$ cat config.mk
export PLATFORM = sky130hd
export DESIGN_NAME = sdram_init_seq
export DESIGN_NICKNAME = d
export VERILOG_FILES = /design/src/logic/sdram_pkg.sv /design/src/logic/sdram_init_seq.sv
export SDC_FILE = /design/constraint.sdc
export NUM_CORES = 1
export LEC_CHECK = 0
export BUFFER_PORTS_ARGS = -buffer_cell sky130_fd_sc_hd__buf_2
export CAP_MARGIN = 10
export CORE_ASPECT_RATIO = 1.25
export CORE_UTILIZATION = 43
export CTS_CLUSTER_DIAMETER = 60
export CTS_CLUSTER_SIZE = 40
export DETAILED_ROUTE_END_ITERATION = 12
export PLACE_DENSITY = 0.73
export SLEW_MARGIN = 20
export SYNTH_ARGS = -nofsm -noshare
export SYNTH_HDL_FRONTEND = slang
export SYNTH_SLANG_ARGS = --single-unit
$ cat constraint.sdc
create_clock -name clk -period 1.8 [get_ports clk]
set_input_delay 0.18 -clock clk [delete_from_list [all_inputs] [get_ports clk]]
set_output_delay 0.18 -clock clk [all_outputs]
set_load 0.005 [all_outputs]
$ cat src/logic/sdram_pkg.sv
`default_nettype none

package sdram_pkg;

	// --------------------
	// chip commands, {cs_n, ras_n, cas_n, we_n}
	typedef enum logic [3:0] {
		cmd_inhibit      = 4'b1111,
		cmd_nop          = 4'b0111,
		cmd_active       = 4'b0011,
		cmd_read         = 4'b0101,
		cmd_write        = 4'b0100,
		cmd_burst_term   = 4'b0110,
		cmd_precharge    = 4'b0010,
		cmd_auto_refresh = 4'b0001,
		cmd_load_mode    = 4'b0000
	} sdram_cmd_e;

	// --------------------
	// timing
	localparam logic [2:0] cas_latency = 3'd2;	// CL2 below 100 MHz
	localparam logic [2:0] rascas_delay = 3'd2;	// trcd in clocks
	localparam logic [4:0] init_wait_frames = 5'd31;	// power-up frames, count down
	localparam logic [10:0] refresh_default = 11'd842;	// 7.8 us at 108 MHz

	// no write burst, standard op, CL2, sequential, burst of one
	localparam logic [12:0] mode_word = {3'b000, 1'b1, 2'b00, cas_latency, 1'b0, 3'b000};

	// chip word address, flat or split
	typedef struct packed {
		logic [1:0]  bank;
		logic [12:0] row;
		logic [8:0]  col;
	} sdram_field_t;

	typedef union packed {
		logic [23:0]  flat;	// written by the arbiters
		sdram_field_t f;	// read by the scheduler
	} sdram_addr_u;

	// chip pins except dq
	typedef struct packed {
		sdram_cmd_e  cmd;
		logic [12:0] a;
		logic [1:0]  ba;
		logic [1:0]  dqm;	// high = byte masked
	} sdram_pins_t;

	// idle bus: nop, both bytes masked
	localparam sdram_pins_t pins_idle = '{cmd: cmd_nop, a: 13'd0, ba: 2'd0, dqm: 2'b11};

endpackage

`default_nettype wire

$ cat src/logic/sdram_init_seq.sv
`timescale 1ns/1ps
`default_nettype none

module sdram_init_seq (
	input  wire                    clk,
	input  wire                    init_n,
	input  wire                    frame_end,	// last slot of frame
	output logic                   init_busy,
	output sdram_pkg::sdram_pins_t init_pins	// valid in slot 0 only
);

	logic [4:0] frame_cnt;	// frames left before normal operation
	logic [4:0] cnt_next;

	assign cnt_next = frame_cnt - 5'd1;
	assign init_busy = frame_cnt != 5'd0;

	// power-up steps land in slot 0 of the new frame
	always_ff @(posedge clk or negedge init_n) begin
		if (!init_n) begin
			frame_cnt <= sdram_pkg::init_wait_frames;
			init_pins <= sdram_pkg::pins_idle;
		end else begin
			init_pins <= sdram_pkg::pins_idle;	// one cycle wide
			if (frame_end && init_busy) begin
				frame_cnt <= cnt_next;
				case (cnt_next)
					5'd15: begin
						init_pins.cmd <= sdram_pkg::cmd_precharge;
						init_pins.a[10] <= 1'b1;	// all banks
					end
					5'd10, 5'd8: init_pins.cmd <= sdram_pkg::cmd_auto_refresh;
					5'd2: begin
						init_pins.cmd <= sdram_pkg::cmd_load_mode;
						init_pins.a <= sdram_pkg::mode_word;
						init_pins.ba <= 2'b00;
					end
					default: ;	// wait frames
				endcase
			end
		end
	end

endmodule

`default_nettype wire

# Yosys cells after proc, flatten, opt, wreduce, memory -nomap -nowiden
# Cells that the tools add are included.
# word_totals
register_bits	24
in_bits	3
output_inout_bits	22
word_cells	16
# classes
addsub	1
eq_ne	4
muxes	4
reduce_logical	3
# ops
operator	count
2-to-1 mux 19 bit	1
== test 5 x 4 -> 1 bit (second input constant)	3
2-to-1 mux 12 bit	1
one-hot mux 3 bit (3 select lines)	1
== test 5 x 2 -> 1 bit (second input constant)	1
nonzero test 5 bit	1
subtractor 5 x 1 -> 5 bit (second input constant)	1
OR reduction 2 bit	1
logical AND 1 bit	1
2-to-1 mux 1 bit	1

# Depth between registers and ports, before layout
# logic_depth
depth_word	5
ltp_mapped	7
depth_no_buf	6

# Least setup slack after synthesis
# OpenSTA, ideal clock, no wires.
# synth_timing
path_kind	register to register
startpoint	register frame_cnt[0]
endpoint	register frame_cnt[3]
setup_time_ns	0.075
t_arrival_ns	1.724
t_required_ns	1.725
slack_ns	0.001
stages_incl_launch_ff	8
n_path_buf	1
period_less_slack_ns	1.799
path_cell_list	dfstp_2 inv_1 ha_1 or4b_4 buf_6 nand2_4 or4_1 xnor2_1
# synth_via
elab_chain_cells	2
word_cells_on_any_way	3
classes_between	add/sub (1); reduce/logical (2)
# synth_rtl
element	line_no	text
start: declaration	sdram_init_seq.sv:12	logic [4:0] frame_cnt;
start signal: assignment	sdram_init_seq.sv:21	frame_cnt <= sdram_pkg::init_wait_frames;
start signal: assignment	sdram_init_seq.sv:26	frame_cnt <= cnt_next;
nonzero test 5 bit	sdram_init_seq.sv:16	assign init_busy = frame_cnt != 5'd0;
via init_busy	sdram_init_seq.sv:8	output logic init_busy,
logical AND 1 bit	sdram_init_seq.sv:25	if (frame_end && init_busy) begin
# The timed path passes the listed nets, and every way through them passes these cells.
# A chain may end at the register's enable or synchronous reset.

# Worst setup path in the final report
# layout_timing
startpoint	register frame_cnt[0]
endpoint	output init_busy
# layout_via
elab_chain_cells	1
# layout_rtl
element	line_no
nonzero test 5 bit	sdram_init_seq.sv:16
end: declaration	sdram_init_seq.sv:8
# No other way between the ends.

==> run metrics <==
status finished clean; area of the multi-input gates between 300 and 400 sq um; fin area about 800 sq um; placed cells 100; Crit. End Element primary output; most used flip-flop cell after synthesis dfstp_2; largest net degree at the start of global routing 11; area leader, netlist dfstp_2; Critical Path AT between 1500 and 2000 ps; synthesized cell area about 740 sq um; DP HPWL roughly 900 um; Tmin final 1750 ps; pwr/cell area between 400 and 500 mW/mm^2; via count 502; Max Slew Vio Count 0; # rows 16; cells after synthesis 76; worst min-delay path class in2reg; peak supply drop 289 uV; internal power 306 uW; Startpoint Class flop; P_sw approximately 89 uW; Finished Layout Cells about 110; PortBufs 9; top-area cell type share of the netlist area 28.2%; CTS tree built; Final Cycle Share between 90% and 100%; First-pass DRT Iterations 4; number of global-route vias before repair roughly 460; WL met2 ~630 um; Overflow after GRT 0; Sw Share a little under a quarter; width of the die 39.2 um; final setup TNS 0 ps; residual DRC count 0; commonest non-fill, non-tap cells in the layout conb_1, buf_2, dfstp_2; WL met3 about 60 um; total power slightly below 400 uW; DR top layer met4; commonest non-fill, non-tap cell in the layout conb_1; initial antenna violation count 0; WS Path Type reg2out; max cap viols 0; Clk Latency, worst-skew pair 260 ps; Layout area overhead 7.56%; Placed Area roughly 740 sq um; share of synthesized registers carrying an async set or reset 100%; synth top area cells dfstp_2, buf_4, dfrtp_1, ha_1, o31a_1; Final nets 96; Routability Congestion slightly below 0.8; Core Region approximately 0.0016 sq mm; H-tree depth 1; WL/cell ~11 um; clock power share between 30% and 40%; final setup vio count 0; Seq/Total Area, Yosys approximately a third; WL final 1210 um; Num CTS Buffers 3; WL met1 ~500 um; EDFF count, synth 0; CTS max path bufs 2; DRT antenna net count 0; drt initial violations 9; Final Hold Vio Count 0; WP data required approximately 1600 ps; Yosys reg bits 10; n_diodes 0; RSZ-0062 raised after global routing no; CP Max Fanout 5; syn avg cell area ~9.8 sq um; DIE HEIGHT approximately 49 um; I/O pin total 25; filler instances approximately 150; first-pass GRT wire length 1970 um; CTS Sinks 10; Comb power frac under 10%; Synth Warn # 0; Root Buffer clkbuf_4; drt via density 4.78; Clk pin slew, worst setup/hold paths ~60 ps; share of layout cells above drive strength 1 approximately 40%; Cell variety after synth 32; initial core utilization around 46%; gr usage total 14.5%; Seq pwr share a little under three fifths; Peak Freq 0.573 GHz; Clock Skews 0.724 ps; Leak about 0.00037 uW; Reg area approximately 260 sq um; Die Footprint 0.00190 sq mm
==> path summary, 6_finish.rpt <==
path | start | end | cells past startpoint | slack, ps
setup reg to reg | frame_cnt[0] | frame_cnt[3] | 6 | 90
min in group asynchronous | init_n | init_pins[13] | 2 | 300
setup / recovery | frame_cnt[0] | init_busy | 4 | 50
hold reg to reg | frame_cnt[4] | frame_cnt[4] | 1 | 530
max in group asynchronous | init_n | frame_cnt[2] | 2 | 1240
hold / removal | frame_end | frame_cnt[4] | 2 | 180
==> cell usage after synthesis (3+ instances only) <==
| master | number |
|---|---|
| nand2_1 | 4 |
| o31a_1 | 4 |
| buf_4 | 17 |
| inv_1 | 3 |
| dfstp_2 | 8 |
| nor2_1 | 3 |
| xnor2_1 | 3 |
| ha_1 | 4 |
==> layout make-up <==
cell class | count | area share (%)
clock buffer | 3 | 2.81
inverter | 3 | 1.41
multi-input combinational | 56 | 48.4
sequential | 10 | 32.5
tap | 18 | 2.81
timing repair buffer | 15 | 12.0
==> what timing repair did <==
item,4_1_cts,5_1_grt
hold endpoints to repair,2,0
endpoints found under the setup margin,0,7
hold buffers,1,0
resized for setup,0,6
buffers inserted,0,1
==> power groups by stage <==
stage                     Sequential [uW]  Combinational [uW]  Clock [uW]
after floorplan                       229                30.6           0
after global placement                229                15.2           0
after detailed placement              229                15.5           0
after CTS                             226                17.2         158
after global routing                  225                20.8         171
final                                 226                17.5         152
==> stage by stage <==
stage | hold WS (ps) | util, % | setup slack, ps
global placement | 47.6 | 45.9 | 111
finish | 184 | 50.0 | 54.8
floorplan | -116 | - | 0.838
global route | 191 | 50.0 | 11.2
detailed placement | 53.3 | 45.9 | 33.1
CTS | 179 | 48.0 | 2.22
==> cells by family (layout without fill, tap and decap cells) <==
kind of cell               Yosys count  after routing  synth area share (%)
AOI/OAI and AO/OA                   13             13                  12.6
xor gates and xnor gates             3              3                  3.53
adders and majority gates            4              4                  6.72
buffers and inverters               23             21                  22.4
DFF                                 10             10                  35.0
other                                2             15                  1.01
and+or+nand+nor                     21             21                  18.8
==> metal layers <==
layer	GRT usage, %	vias to the layer above
met4	5.17	0
met5	0	-
met1	18.5	231
met2	22.5	18
met3	4.13	2
li1	-	251
==> flip-flops by register name (all words and copies together) (netlist names) <==
name and cells:
frame_cnt 5, init_pins 5
==> critical path, stage by stage (launching register included) <==
cell and delay, ps:
dfstp_2 370, inv_1 70, ha_2 190, or4b_4 520, buf_2 160
(Power assumes the default switching activity.)
