===== config.mk =====
export PLATFORM = sky130hd
export DESIGN_NAME = sdram_cfg_regs
export DESIGN_NICKNAME = d
export VERILOG_FILES = /design/src/logic/sdram_pkg.sv /design/src/logic/sdram_cfg_regs.sv
export SDC_FILE = /design/constraint.sdc
export NUM_CORES = 1
export LEC_CHECK = 0
export ABC_CLOCK_PERIOD_IN_PS = 2500
export BUFFER_PORTS_ARGS = -buffer_cell sky130_fd_sc_hd__buf_2
export CAP_MARGIN = 20
export CORE_AREA = 2 2 50 52
export CTS_BUF_LIST = sky130_fd_sc_hd__clkbuf_4 sky130_fd_sc_hd__clkbuf_8
export DETAILED_ROUTE_END_ITERATION = 7
export DIE_AREA = 0 0 52 54
export MAX_ROUTING_LAYER = met4
export PLACE_DENSITY = 0.75
export SKIP_CTS_REPAIR_TIMING = 1
export SYNTH_ARGS = -nofsm -noshare
export SYNTH_HDL_FRONTEND = slang
export SYNTH_SLANG_ARGS = --single-unit

===== constraint.sdc =====
create_clock -name clk -period 2.5 [get_ports clk]
set_clock_uncertainty 0.15 [all_clocks]
set_input_delay 0.5 -clock clk [delete_from_list [all_inputs] [get_ports clk]]
set_output_delay 0.5 -clock clk [all_outputs]
set_load 0.05 [all_outputs]

===== src/logic/sdram_pkg.sv =====
`default_nettype none

package sdram_pkg;

	// --------------------
	// chip commands, {cs_n, ras_n, cas_n, we_n}
	typedef enum logic [3:0] {
		cmd_inhibit      = 4'b1111,
		cmd_nop          = 4'b0111,
		cmd_active       = 4'b0011,
		cmd_read         = 4'b0101,
		cmd_write        = 4'b0100,
		cmd_burst_term   = 4'b0110,
		cmd_precharge    = 4'b0010,
		cmd_auto_refresh = 4'b0001,
		cmd_load_mode    = 4'b0000
	} sdram_cmd_e;

	// --------------------
	// timing
	localparam logic [2:0] cas_latency = 3'd2;	// CL2 below 100 MHz
	localparam logic [2:0] rascas_delay = 3'd2;	// trcd in clocks
	localparam logic [4:0] init_wait_frames = 5'd31;	// power-up frames, count down
	localparam logic [10:0] refresh_default = 11'd842;	// 7.8 us at 108 MHz

	// no write burst, standard op, CL2, sequential, burst of one
	localparam logic [12:0] mode_word = {3'b000, 1'b1, 2'b00, cas_latency, 1'b0, 3'b000};

	// chip word address, flat or split
	typedef struct packed {
		logic [1:0]  bank;
		logic [12:0] row;
		logic [8:0]  col;
	} sdram_field_t;

	typedef union packed {
		logic [23:0]  flat;	// written by the arbiters
		sdram_field_t f;	// read by the scheduler
	} sdram_addr_u;

	// chip pins except dq
	typedef struct packed {
		sdram_cmd_e  cmd;
		logic [12:0] a;
		logic [1:0]  ba;
		logic [1:0]  dqm;	// high = byte masked
	} sdram_pins_t;

	// idle bus: nop, both bytes masked
	localparam sdram_pins_t pins_idle = '{cmd: cmd_nop, a: 13'd0, ba: 2'd0, dqm: 2'b11};

endpackage

`default_nettype wire


===== src/logic/sdram_cfg_regs.sv =====
`timescale 1ns/1ps
`default_nettype none

module sdram_cfg_regs (
	input  wire        clk,
	input  wire        init_n,
	input  wire        cfg_req,	// four-phase request
	input  wire [10:0] cfg_interval,	// refresh period in clocks
	output logic       cfg_ack,
	input  wire        refresh_taken,	// pulse from scheduler
	output logic       refresh_due
);

	logic [10:0] interval;	// active refresh period
	logic [10:0] since;	// clocks since the last refresh

	// --------------------
	// config handshake
	always_ff @(posedge clk or negedge init_n) begin
		if (!init_n) begin
			cfg_ack <= 1'b0;
			interval <= sdram_pkg::refresh_default;
		end else begin
			if (cfg_req && !cfg_ack) begin
				cfg_ack <= 1'b1;
				interval <= cfg_interval;	// latched as ack rises
			end else if (!cfg_req && cfg_ack) begin
				cfg_ack <= 1'b0;	// return to zero
			end
		end
	end

	// --------------------
	// refresh timer
	always_ff @(posedge clk or negedge init_n) begin
		if (!init_n) begin
			since <= 11'd0;
		end else if (refresh_taken) begin
			since <= 11'd1;	// issue cycle counts as one
		end else if (since != 11'h7ff) begin
			since <= since + 11'd1;	// saturate
		end
	end

	// due as soon as the period is used up, so a slot 4
	// landing exactly on it still gets the refresh
	assign refresh_due = since >= interval;

endmodule

`default_nettype wire


# Word-level counts from Yosys, hierarchy flattened
# Index checks and enable logic that the tools add are counted.
totals:
  regBits: 23
  latch_bits: 0
  mem_bits_rw: 0
  mem_bits_ro: 0
  n_memories: 0
classes:
  add_sub_neg: 1
  multipliers: 0
  div_mod_pow: 0
  order_cmp: 1
  eq_ne: 1
  n_shift: 0
  mux: 4
  bitwise: 0
  reduce_logical: 6
ops:
  columns: ["operator", "n"]
  rows:
  - ["$mux W11", 2]
  - ["$add A11 B1 Y11 const B", 1]
  - ["$ge A11 B11 Y1", 1]
  - ["$ne A11 B11 Y1 const B", 1]
  - ["$reduce_bool A2 Y1", 2]
  - ["$logic_and A1 B1 Y1", 2]
  - ["$logic_not A1 Y1", 2]
  - ["$mux W1", 2]

# Longest topological paths before layout
depth:
  ltp_word: 4
  depth_mapped: 6
  depth_no_buf: 6

# Worst setup path before layout
# No wires, ideal clock.
synth_timing:
  path_type: "reg-to-output"
  from: "register interval[6]"
  to: "output refresh_due"
  arrival_ns: 1.789
  t_required_ns: 1.850
  setup_slack_ns: 0.061
  stages_incl_launch_ff: 7
  n_path_buf: 0
  cell_sequence: "dfstp_2 inv_1 ha_1 nand2_1 o21ai_0 a21oi_1 o21ai_1"
synth_between:
  elab_chain_cells: 1
synth_rtl:
  columns: ["element", "line", "text"]
  rows:
  - ["start: declaration", "sdram_cfg_regs.sv:14", "logic [10:0] interval;"]
  - ["start signal: assignment", "sdram_cfg_regs.sv:22", "interval <= sdram_pkg::refresh_default;"]
  - ["start signal: assignment", "sdram_cfg_regs.sv:26", "interval <= cfg_interval;"]
  - ["$ge A11 B11 Y1", "sdram_cfg_regs.sv:47", "assign refresh_due = since >= interval;"]
  - ["end: declaration", "sdram_cfg_regs.sv:11", "output logic refresh_due"]
# No other way between the ends.

# Worst setup path after layout
layout_timing:
  from: "register interval[8]"
  to: "output refresh_due"
# Same word-level chain as after synthesis.

==> flow_metrics.py <==
metrics = {
    "global_routing": {
        "grt.overflow.total": 0,
        "use_met3_pct": 3.33,
        "gr-max-usage-layer": "met2",
        "gr-usage-met2_pct": 35.9,
        "grt_use_total_pct": 20.0,
        "grt_max_degree": 24,
        "grt_use_met1_pct": 22.6,
        "grt_pass1_wl_um": 4010,
        "antenna_found_initial": 0,
        "grt_pass1_vias": 952,
    },
    "placed_design": {
        "placed_cells": 177,
        "place_congestion": 0.785,
        "io_buffers": 16,
        "pre_cts_ws_ns": 0.246,
        "placed_area_mm2": 0.00138,
        "hpwl_um": 1730,
    },
    "clocking": {
        "cts_max_path_buffers": 2,
        "cts_tree": "done",
        "clk_pin_slew_worst_paths_ns": 0.12,
        "cts_sinks": 23,
        "cts_made_buffers": 3,
        "cts_root_buf": "clkbuf_4",
        "clk_latency_ns": 0.31,
        "htree_levels": 1,
    },
    "routing": {
        "firstDrtPassIters": 2,
        "drt_iter0_drc": 7,
        "viasPerCell": 5.43,
        "wirelength_um": 2390,
        "wl_per_cell_um": 13.2,
        "vias": 982,
        "ant_nets": 0,
        "post-route-drc-count": 0,
    },
    "floorplan": {
        "start_util_pct": 54.9,
        "fp-row-count": 18,
        "ios": 17,
        "die_h_um": 54,
        "dieArea_mm2": 0.00281,
        "design.core.area_mm2": 0.00232,
        "die_w_um": 52,
    },
    "synth": {
        "avgSynthCellArea_um2": 9.50,
        "ys_ff_latch": 23,
        "syn_nets": 162,
        "synthCells": 134,
        "yosysWarnings": 0,
        "synth.cell_area_mm2": 0.00127,
        "synth-async-reset-ratio_pct": 100,
        "ys.flop_type": "dfrtp_1",
        "synth_edf_count": 0,
        "synth_cell_types": 33,
        "ys_seq_area_share_pct": 45.7,
    },
    "layout": {
        "final_area_mm2": 0.00146,
        "finish.utilization_pct": 62.9,
        "area_growth_pct": 14.7,
        "antenna_cells": 0,
        "register_area_um2": 582,
        "fillerInstances": 187,
        "layoutNonFillerInstCount": 181,
        "multi_input_comb_area_um2": 671,
        "drive_gt1_share_pct": 25.8,
        "finalNetCount": 180,
    },
    "critical_path": {
        "cp.arrival_ns": 1.81,
        "critPathLaunchType": "register",
        "endpoint_kind": "output port",
        "crit_type": "register to output port",
        "critPathMaxFanout": 2,
        "critPathMostFrequentCell": "a21o_1",
        "cp_cell_sequence": "inv_2 -> ha_4 -> a21o_1 -> a21o_1 -> a21oi_2 -> o21ai_2 -> buf_6",
        "cp_slowest_stage_delay_ns": 0.55,
        "required_ns": 1.85,
        "worst_path_max_delay_cell": "dfstp_2",
    },
    "power_and_ir_drop": {
        "p_per_area_mw_per_mm2": 729,
        "p_leak_nw": 0.678,
        "peakVddDrop_uv": 595,
    },
    "outcome": {
        "status": "finished, violations left",
        "violations": "negative hold slack",
    },
    "flow_run": {
        "maxCapViolations": 0,
    },
    "sta": {
        "maxSlewViolCount": 0,
        "hold_slack_ns": -0.0142,
        "setup_viol": 0,
        "slew_headroom_pct": 53.9,
        "worst_slack_ns": 0.0374,
        "finalCriticalPeriod_ns": 2.46,
        "finalSetupTns_ns": 0,
        "fmax_mhz": 406,
        "worstMarginPinSlew_ns": 0.692,
        "timing.final.crit_share_pct": 98.5,
        "hold_violations": 7,
    },
    "min_path": {
        "hold_class": "input port to asynchronous set/reset pin",
    },
}
[stage by stage]
step | hold slack, ns | total power [mW]
CTS | 0.00364 | 1.04
floorplan | 0.0544 | 0.772
global placement | 0.331 | 0.836
finish | -0.0142 | 1.06
global route | 0.0208 | 1.15
detailed placement | 0.339 | 0.859
[routing by layer]
metal  part of all wire, %  up-vias
met5                     0        -
met4                   1.2        0
met3                   2.0        5
met2                    52       12
met1                    45      466
li1                      -      499
[area by class of cell]
class	instances	share of cell area (%)
clock buffer	4	2.06
inverter	12	3.09
multi-input combinational	95	46.0
sequential	23	39.9
tap	30	2.57
timing repair buffer	17	6.43
[sequential cells by signal (all words and copies together) (netlist names)]
| register | cells |
|---|---|
| since | 11 |
| interval | 11 |
| cfg_ack | 1 |
[path summary, 6_finish.rpt]
kind                       slack [ns]                  endpoint  depth (start not counted)                    start
setup / recovery                 0.04               refresh_due                          7  interval[8]$_DFFE_PN1P_
hold / removal                  -0.01  interval[10]$_DFFE_PN0P_                          1                   init_n
setup reg to reg                 0.57      since[9]$_DFFE_PN0P_                          6     since[1]$_DFFE_PN0P_
hold reg to reg                  0.35   interval[3]$_DFFE_PN1P_                          2  interval[3]$_DFFE_PN1P_
max in group asynchronous        1.85   interval[3]$_DFFE_PN1P_                          1                   init_n
min in group clk                 0.23   interval[3]$_DFFE_PN1P_                          3          cfg_interval[3]
[cells by family after synthesis]
group,after synthesis,synth area share (%)
adder cells (fa/ha/maj),13,12.8
XOR/XNOR,1,0.688
flip-flops,23,45.7
AO/OA/AOI/OAI,33,14.7
buffers and inverters,16,5.01
multiplexers,3,2.56
AND/OR/NAND/NOR,45,18.5
[synth_stat cells (2+ instances only)]
master / number / area, µm²
o31ai_1: 2 / 15.0
dfstp_2: 5 / 131
nor2_1: 9 / 33.8
or4_1: 2 / 15.0
nand2_1: 17 / 63.8
nor2b_1: 2 / 12.5
nor3_2: 3 / 30.0
nand3_1: 3 / 15.0
clkbuf_1: 2 / 7.51
inv_1: 12 / 45.0
dfrtp_1: 18 / 450
ha_1: 13 / 163
a21o_1: 2 / 15.0
nand4_1: 2 / 12.5
or3_1: 2 / 12.5
a21oi_1: 10 / 50.1
o21ai_1: 14 / 70.1
[layout by cell type (no fill, tap or decap), types with 2 or more instances in the layout]
| cell | instances |
|---|---|
| nand3_1 | 3 |
| ha_1 | 11 |
| nor3_2 | 3 |
| or3_1 | 2 |
| o21ai_1 | 13 |
| a21o_1 | 2 |
| dfstp_2 | 5 |
| nand4_1 | 2 |
| dfrtp_1 | 18 |
| nor2_1 | 9 |
| o21ai_2 | 2 |
| nor2b_1 | 2 |
| nand2_1 | 17 |
| or4_1 | 2 |
| inv_1 | 11 |
| a21oi_1 | 7 |
| ha_4 | 2 |
| buf_2 | 15 |
| clkbuf_4 | 4 |
| a21oi_2 | 3 |
| o31ai_1 | 2 |
[worst max-delay path: cells and delay by family, from the launching register on]
kind	cells	cell delay (ns)
flip-flops	1	0.55
adder cells (fa/ha/maj)	1	0.21
AO/OA/AOI/OAI	4	0.55
buffers and inverters	2	0.19
[report_power, final]
| group | leakage [nW] | total (mW) | switching (mW) | internal, mW |
|---|---|---|---|---|
| registers | 0.287 | 0.515 | 0.0328 | 0.482 |
| logic | 0.373 | 0.369 | 0.228 | 0.141 |
| clock network | 0.0184 | 0.180 | 0.107 | 0.0731 |
Note: power is estimated with default switching activity, not from simulation.
