### src/logic/sdram_pkg.sv
`default_nettype none

package sdram_pkg;

	// --------------------
	// chip commands, {cs_n, ras_n, cas_n, we_n}
	typedef enum logic [3:0] {
		cmd_inhibit      = 4'b1111,
		cmd_nop          = 4'b0111,
		cmd_active       = 4'b0011,
		cmd_read         = 4'b0101,
		cmd_write        = 4'b0100,
		cmd_burst_term   = 4'b0110,
		cmd_precharge    = 4'b0010,
		cmd_auto_refresh = 4'b0001,
		cmd_load_mode    = 4'b0000
	} sdram_cmd_e;

	// --------------------
	// timing
	localparam logic [2:0] cas_latency = 3'd2;	// CL2 below 100 MHz
	localparam logic [2:0] rascas_delay = 3'd2;	// trcd in clocks
	localparam logic [4:0] init_wait_frames = 5'd31;	// power-up frames, count down
	localparam logic [10:0] refresh_default = 11'd842;	// 7.8 us at 108 MHz

	// no write burst, standard op, CL2, sequential, burst of one
	localparam logic [12:0] mode_word = {3'b000, 1'b1, 2'b00, cas_latency, 1'b0, 3'b000};

	// chip word address, flat or split
	typedef struct packed {
		logic [1:0]  bank;
		logic [12:0] row;
		logic [8:0]  col;
	} sdram_field_t;

	typedef union packed {
		logic [23:0]  flat;	// written by the arbiters
		sdram_field_t f;	// read by the scheduler
	} sdram_addr_u;

	// chip pins except dq
	typedef struct packed {
		sdram_cmd_e  cmd;
		logic [12:0] a;
		logic [1:0]  ba;
		logic [1:0]  dqm;	// high = byte masked
	} sdram_pins_t;

	// idle bus: nop, both bytes masked
	localparam sdram_pins_t pins_idle = '{cmd: cmd_nop, a: 13'd0, ba: 2'd0, dqm: 2'b11};

endpackage

`default_nettype wire

### src/logic/client_pkg.sv
`default_nettype none

package client_pkg;

	// toggle handshake port, pending while req != ack
	typedef struct packed {
		logic        req;
		logic        we;
		logic [22:0] a;	// low bank bit, row, col
		logic [1:0]  ds;	// byte enables, [1] = upper byte
		logic [15:0] d;
	} req_port_t;

	typedef struct packed {
		logic        ack;
		logic [15:0] q;
	} req_resp_t;

	typedef logic [22:0] poll_port_t;	// same layout as req_port_t.a

	// what an arbiter offers the scheduler each cycle
	typedef struct packed {
		logic                   valid;
		logic                   is_req;	// else polled fetch
		logic                   we;
		sdram_pkg::sdram_addr_u addr;
		logic [1:0]             ds;
		logic [15:0]            d;
	} grant_t;

	// --------------------
	// frame slots, 8 per frame
	localparam logic [2:0] slot_ras0 = 3'd0;
	localparam logic [2:0] slot_cas0 = slot_ras0 + sdram_pkg::rascas_delay + 3'd1;	// 3
	localparam logic [2:0] slot_read0 = slot_cas0 + sdram_pkg::cas_latency + 3'd2;	// 7
	localparam logic [2:0] slot_ras1 = 3'd4;	// trrd after ras0
	localparam logic [2:0] slot_cas1 = slot_ras1 + sdram_pkg::rascas_delay;	// 6
	localparam logic [2:0] slot_read1 = slot_cas1 + sdram_pkg::cas_latency + 3'd2;	// 2, wraps

endpackage

`default_nettype wire

### src/logic/bank_group_arbiter.sv
`timescale 1ns/1ps
`default_nettype none

module bank_group_arbiter #(
	parameter int group = 0	// high bank bit, 0 = banks 0-1
) (
	input  wire                    clk,
	input  wire                    init_n,
	input  wire client_pkg::req_port_t  rq,
	output client_pkg::req_resp_t  rs,
	input  wire client_pkg::poll_port_t poll_addr,
	output logic [15:0]            poll_q,
	output client_pkg::grant_t     grant,
	input  wire                    take,	// pulse in this group's ras slot
	input  wire                    rd_done,
	input  wire                    rd_is_req,
	input  wire [15:0]             rd_data,
	input  wire                    wr_done
);

	logic                   req_seen;	// req level when taken
	client_pkg::poll_port_t poll_last;	// last polled address fetched
	logic                   req_pend;
	logic                   poll_pend;
	logic [22:0]            sel_a;
	logic                   ack_r;
	logic [15:0]            q_r;

	assign req_pend = rq.req != req_seen;	// new toggle not yet taken
	assign poll_pend = poll_addr != poll_last;

	// request beats the polled port
	always_comb begin
		grant = '0;
		sel_a = poll_addr;
		if (req_pend) begin
			grant.is_req = 1'b1;
			grant.we = rq.we;
			grant.ds = rq.ds;
			grant.d = rq.d;
			sel_a = rq.a;
		end else begin
			grant.ds = 2'b11;	// polled read, whole word
		end
		grant.valid = req_pend | poll_pend;
		grant.addr.flat = {1'(group), sel_a};	// group picks the bank pair
	end

	// --------------------
	// take and completion
	always_ff @(posedge clk or negedge init_n) begin
		if (!init_n) begin
			req_seen <= 1'b0;
			poll_last <= '0;
			ack_r <= 1'b0;
		end else begin
			if (take) begin
				if (grant.is_req)
					req_seen <= rq.req;
				else
					poll_last <= poll_addr;
			end
			if (wr_done || (rd_done && rd_is_req))
				ack_r <= req_seen;	// closes the toggle
		end
	end

	always_ff @(posedge clk) begin
		if (rd_done && rd_is_req)
			q_r <= rd_data;
		if (rd_done && !rd_is_req)
			poll_q <= rd_data;
	end

	assign rs = '{ack: ack_r, q: q_r};

endmodule

`default_nettype wire

### config.mk
export PLATFORM = sky130hd
export DESIGN_NAME = bank_group_arbiter
export DESIGN_NICKNAME = d
export VERILOG_FILES = /design/src/logic/sdram_pkg.sv /design/src/logic/client_pkg.sv /design/src/logic/bank_group_arbiter.sv
export SDC_FILE = /design/constraint.sdc
export NUM_CORES = 1
export LEC_CHECK = 0
export ABC_AREA = 1
export BUFFER_PORTS_ARGS = -buffer_cell sky130_fd_sc_hd__buf_2
export CORE_MARGIN = 10
export CORE_UTILIZATION = 35
export CTS_BUF_LIST = sky130_fd_sc_hd__clkbuf_16
export CTS_CLUSTER_DIAMETER = 120
export DETAILED_ROUTE_END_ITERATION = 7
export GPL_TIMING_DRIVEN = 1
export PLACE_DENSITY = 0.63
export SYNTH_ARGS = -nofsm -noshare
export SYNTH_HDL_FRONTEND = slang
export SYNTH_SLANG_ARGS = --single-unit
export TNS_END_PERCENT = 10
### constraint.sdc
create_clock -name clk -period 1.7 [get_ports clk]
set_clock_uncertainty 0.2 [all_clocks]
set_input_delay 0.255 -clock clk [delete_from_list [all_inputs] [get_ports clk]]
set_output_delay 0.255 -clock clk [all_outputs]
set_load 0.005 [all_outputs]
After elaboration in Yosys (flattened, before gate mapping)
Index checks and enable logic that the tools add are counted.
Cells by class
  $add $sub $neg: 0
  multiply operators: 0
  div/mod/pow operators: 0
  order comparisons: 0
  equal/unequal tests: 2
  shift-type cells: 0
  muxes and demuxes: 4
  bitwise logic cells: 2
  reduce and logical (&&, ||, !) cells: 6
Operators by type and width (number)
  23-bit 2-to-1 mux: 1
  23-bit != test: 1
  16-bit 2-to-1 mux: 1
  2-bit 2-to-1 mux: 2
  2-bit AND reduction: 2
  1-bit logical AND: 2
  1-bit zero test: 1
  1-bit logical OR: 1
  1-bit != test: 1
  1-bit inverter: 1
  1-bit bitwise OR: 1
Storage, ports and cells
  register bits after elaboration: 57
  latch bits: 0
  bits in writable memories: 0
  bits in read-only memories: 0
  bits of input ports: 88
  output and inout bits: 78
  logic and storage cells: 19
  memories: 0

Logic depth before layout (Yosys ltp)
  depth in word-level cells: 4
  depth in mapped cells: 8
  depth with buffers taken out: 7

Worst setup path after synthesis
OpenSTA, ideal clock, no wires.
  path kind: in2reg
  from: input port rd_done
  to: register poll_q[0] (enable)
  setup time: 0.389 ns
  arrival: 0.977 ns
  data required time: 1.111 ns
  setup slack: 0.135 ns
  stages: 2
  path buffers: 0
  path through: inv_1 -> nor2_1
On the way
  word-level cells in the longest chain between the ends: 1
RTL lines
  from (decl): RTL line bank_group_arbiter.sv:15  | input wire rd_done,
  1-bit logical AND: RTL line bank_group_arbiter.sv:71  | if (rd_done && !rd_is_req)
  to (signal assigned): RTL line bank_group_arbiter.sv:72  | poll_q <= rd_data;
  to (decl): RTL line bank_group_arbiter.sv:12  | output logic [15:0] poll_q,
Every way passes these cells.
A chain may end at the register's enable or synchronous reset.

==> flow_summary.yaml <==
setup_path:
  startpoint_type: "register"
  cp.arrival_ns: 1.43
  crit_path_end_kind: "output pin"
  rrSetupSlack_ns: 0.17
  cp_max_fo: 8
  criticalPathCategory: "reg2out"
  cp.required_ns: 1.24
outcome:
  failed_checks: "setup timing"
  status: "finished with violations"
logic_synthesis:
  synth-edff-count: 32
  synth_cells: 347
  ys_dominant_reg_cell: "edfxtp_1"
  ys_top_cells_by_area: "edfxtp_1 33%, dfrtp_1 21%, nand2_1 15%"
  ys_top_cells_by_count: "120 x nand2_1, 65 x inv_1, 34 x nor2_1"
  synth_nets: 435
  syn_avg_cell_area_um2: 8.41
  synthArstFlopShare: 0.439
  yosysMostFrequentCell: "nand2_1"
  ys_seq_elements: 57
  yosysSeqAreaShare: 0.544
  synth_top_cell_by_area: "edfxtp_1"
  synth_cell_types: 19
  yosysWarnings: 0
  synth_top_area_frac: 0.329
  syn_area_um2: 2920
detailed_routing:
  viasPerCell: 4.24
  wl_per_cell_um: 13.7
  dr_total_vias: 2729
  first_iter_violations: 138
  drtAntennaViolNets: 0
  wl_um: 8790
  drt_drc_violations_left: 0
  first_pass_iters: 4
placement:
  io_buffers: 164
  dp_hpwl_um: 7100
  routabilityCongestion: 0.855
finish:
  final_nets: 623
  layout-drive-gt1-share: 0.408
  diodes: 0
  fin_util: 0.539
  area_delta_synth_final_pct: 50.9
sta:
  setup_slack_ns: -0.181
  hold_violations: 0
  max_freq_mhz: 532
  min_period_over_period: 1.11
  max_slew_margin: 0.605
  finalSetupViolCount: 44
  min_period_ns: 1.88
  maxSlewViolCount: 0
  worst_slew_pin_slew_ns: 0.593
  grt_setup_unrepaired: "true"
die:
  start_util: 0.357
  die_w_um: 111
  dieHeight_um: 111
  core-area_um2: 8180
  row_count: 33
  ioPinCount: 166
  die-area_um2: 12400
pwr:
  finalPower_w: 0.00446
  p_leak_nw: 2.38
  vdd.ir_drop.worst_mv: 0.428
  powerDensity_nw_per_um2: 1010
global_routing:
  grt_start_max_net_pins: 26
  globalRouteOverflowTotal: 0
  grt_pass1_vias: 2915
  antenna_found_initial: 0
  grt_pass1_wl_um: 14200
  grt_util_all_layers: 0.138
clocking:
  cts_root_buffer: "clkbuf_16"
  cts_sinks: 57
  cts_tree: "built"
  clock_latency_ns: 0.31
  clkTransAtPathRegs_ns: 0.05
  ctsHtreeMaxLevel: 3
  numCtsBuffers: 9
  cts_setup_buffers: 0
  clockBufferDepth: 2
flow_run:
  drv_cap: 0
min_path:
  hp-class: "in2reg"
-- report_power, final --
part           internal (W)  total (W)  leakage [nW]  switching (W)
Combinational      0.000424   0.000902          1.62       0.000478
Clock               0.00126    0.00185         0.145       0.000590
Sequential          0.00162    0.00171         0.609      0.0000858
-- cells by family (layout without fill, tap and decap cells) --
| family | after synthesis | in the layout | synth area share |
|---|---|---|---|
| buffers and inverters | 80 | 272 | 0.127 |
| AO/OA/AOI/OAI | 48 | 48 | 0.112 |
| AND/OR/NAND/NOR | 159 | 159 | 0.210 |
| XOR/XNOR | 2 | 2 | 0.00600 |
| other | 1 | 1 | 0.00129 |
| flip-flops | 57 | 57 | 0.544 |
-- sequential cells by signal (all words and copies together) (netlist names) --
register and cells:
poll_last 23, poll_q 16, q_r 16, ack_r 1, req_seen 1
-- worst paths after layout --
| path | from | endpoint | depth (start not counted) |
|---|---|---|---|
| max | req_seen | grant[44] | 7 |
| min | take | req_seen | 2 |
| max reg2reg | req_seen | poll_last[16] | 7 |
| min reg2reg | poll_last[20] | poll_last[20] | 2 |
| max in group asynchronous | init_n | poll_last[4] | 2 |
| min in group asynchronous | init_n | poll_last[18] | 2 |
-- timing repair --
action / in CTS / in global routing
gates resized for setup: 10 / 10
hold buffers: 18 / 0
setup endpoints to repair: 44 / 44
pin swaps: 1 / 1
hold endpoints to repair: 58 / 0
-- cell usage in the layout, fill, tap and decap left out, drive strengths merged --
master / Yosys / routed
conb: 1 / 1
or2: 2 / 2
nand3: 1 / 1
nand2: 122 / 122
clkbuf: 1 / 9
nor2: 34 / 34
buf: 13 / 173
bufinv: 0 / 2
inv: 66 / 66
clkinvlp: 0 / 2
dlygate4sd3: 0 / 18
o21ai: 48 / 48
dfrtp: 25 / 25
xor2: 2 / 2
edfxtp: 32 / 32
clkinv: 0 / 2
-- area by class of cell --
cell class	instances	area [µm²]
clock inverters	6	83.8
repair buffers	191	1130
multi-input cells	210	995
fillers	798	3770
inverters	66	253
clock buffers	9	225
well taps	105	131
flip-flops and latches	57	1590
-- worst max-delay path, stage by stage, from the launching register on --
cell     delay, ns
dfrtp_1       0.39
nand2_2       0.12
nand2_8       0.10
nor2_1        0.13
nand2_1       0.06
nor2_1        0.09
nand3_1       0.08
buf_2         0.13
-- metrics by stage --
| step | hold slack [ns] | setup slack, ns | cell area (µm²) | TNS [ns] | cells |
|---|---|---|---|---|---|
| after floorplan | -0.241 | 0.135 | 2920 | 0 | 347 |
| after global placement | 0.0885 | 0.0762 | 3850 | 0 | 611 |
| after global routing | 0.0442 | -0.275 | 4400 | -8.54 | 644 |
| after detailed placement | 0.102 | 0.00761 | 3850 | 0 | 611 |
| after CTS | 0.0294 | -0.200 | 4370 | -6.03 | 644 |
| final | 0.0336 | -0.181 | 4400 | -4.27 | 644 |
-- routing by layer --
layer / vias to the layer above / track usage / part of all wire
met2: 89 / 0.255 / 0.53
met4: 0 / 0.0600 / 0.018
met1: 1205 / 0.148 / 0.39
met5: - / 0 / 0
li1: 1425 / - / -
met3: 10 / 0.0287 / 0.056
Note: power is estimated with default switching activity, not from simulation.
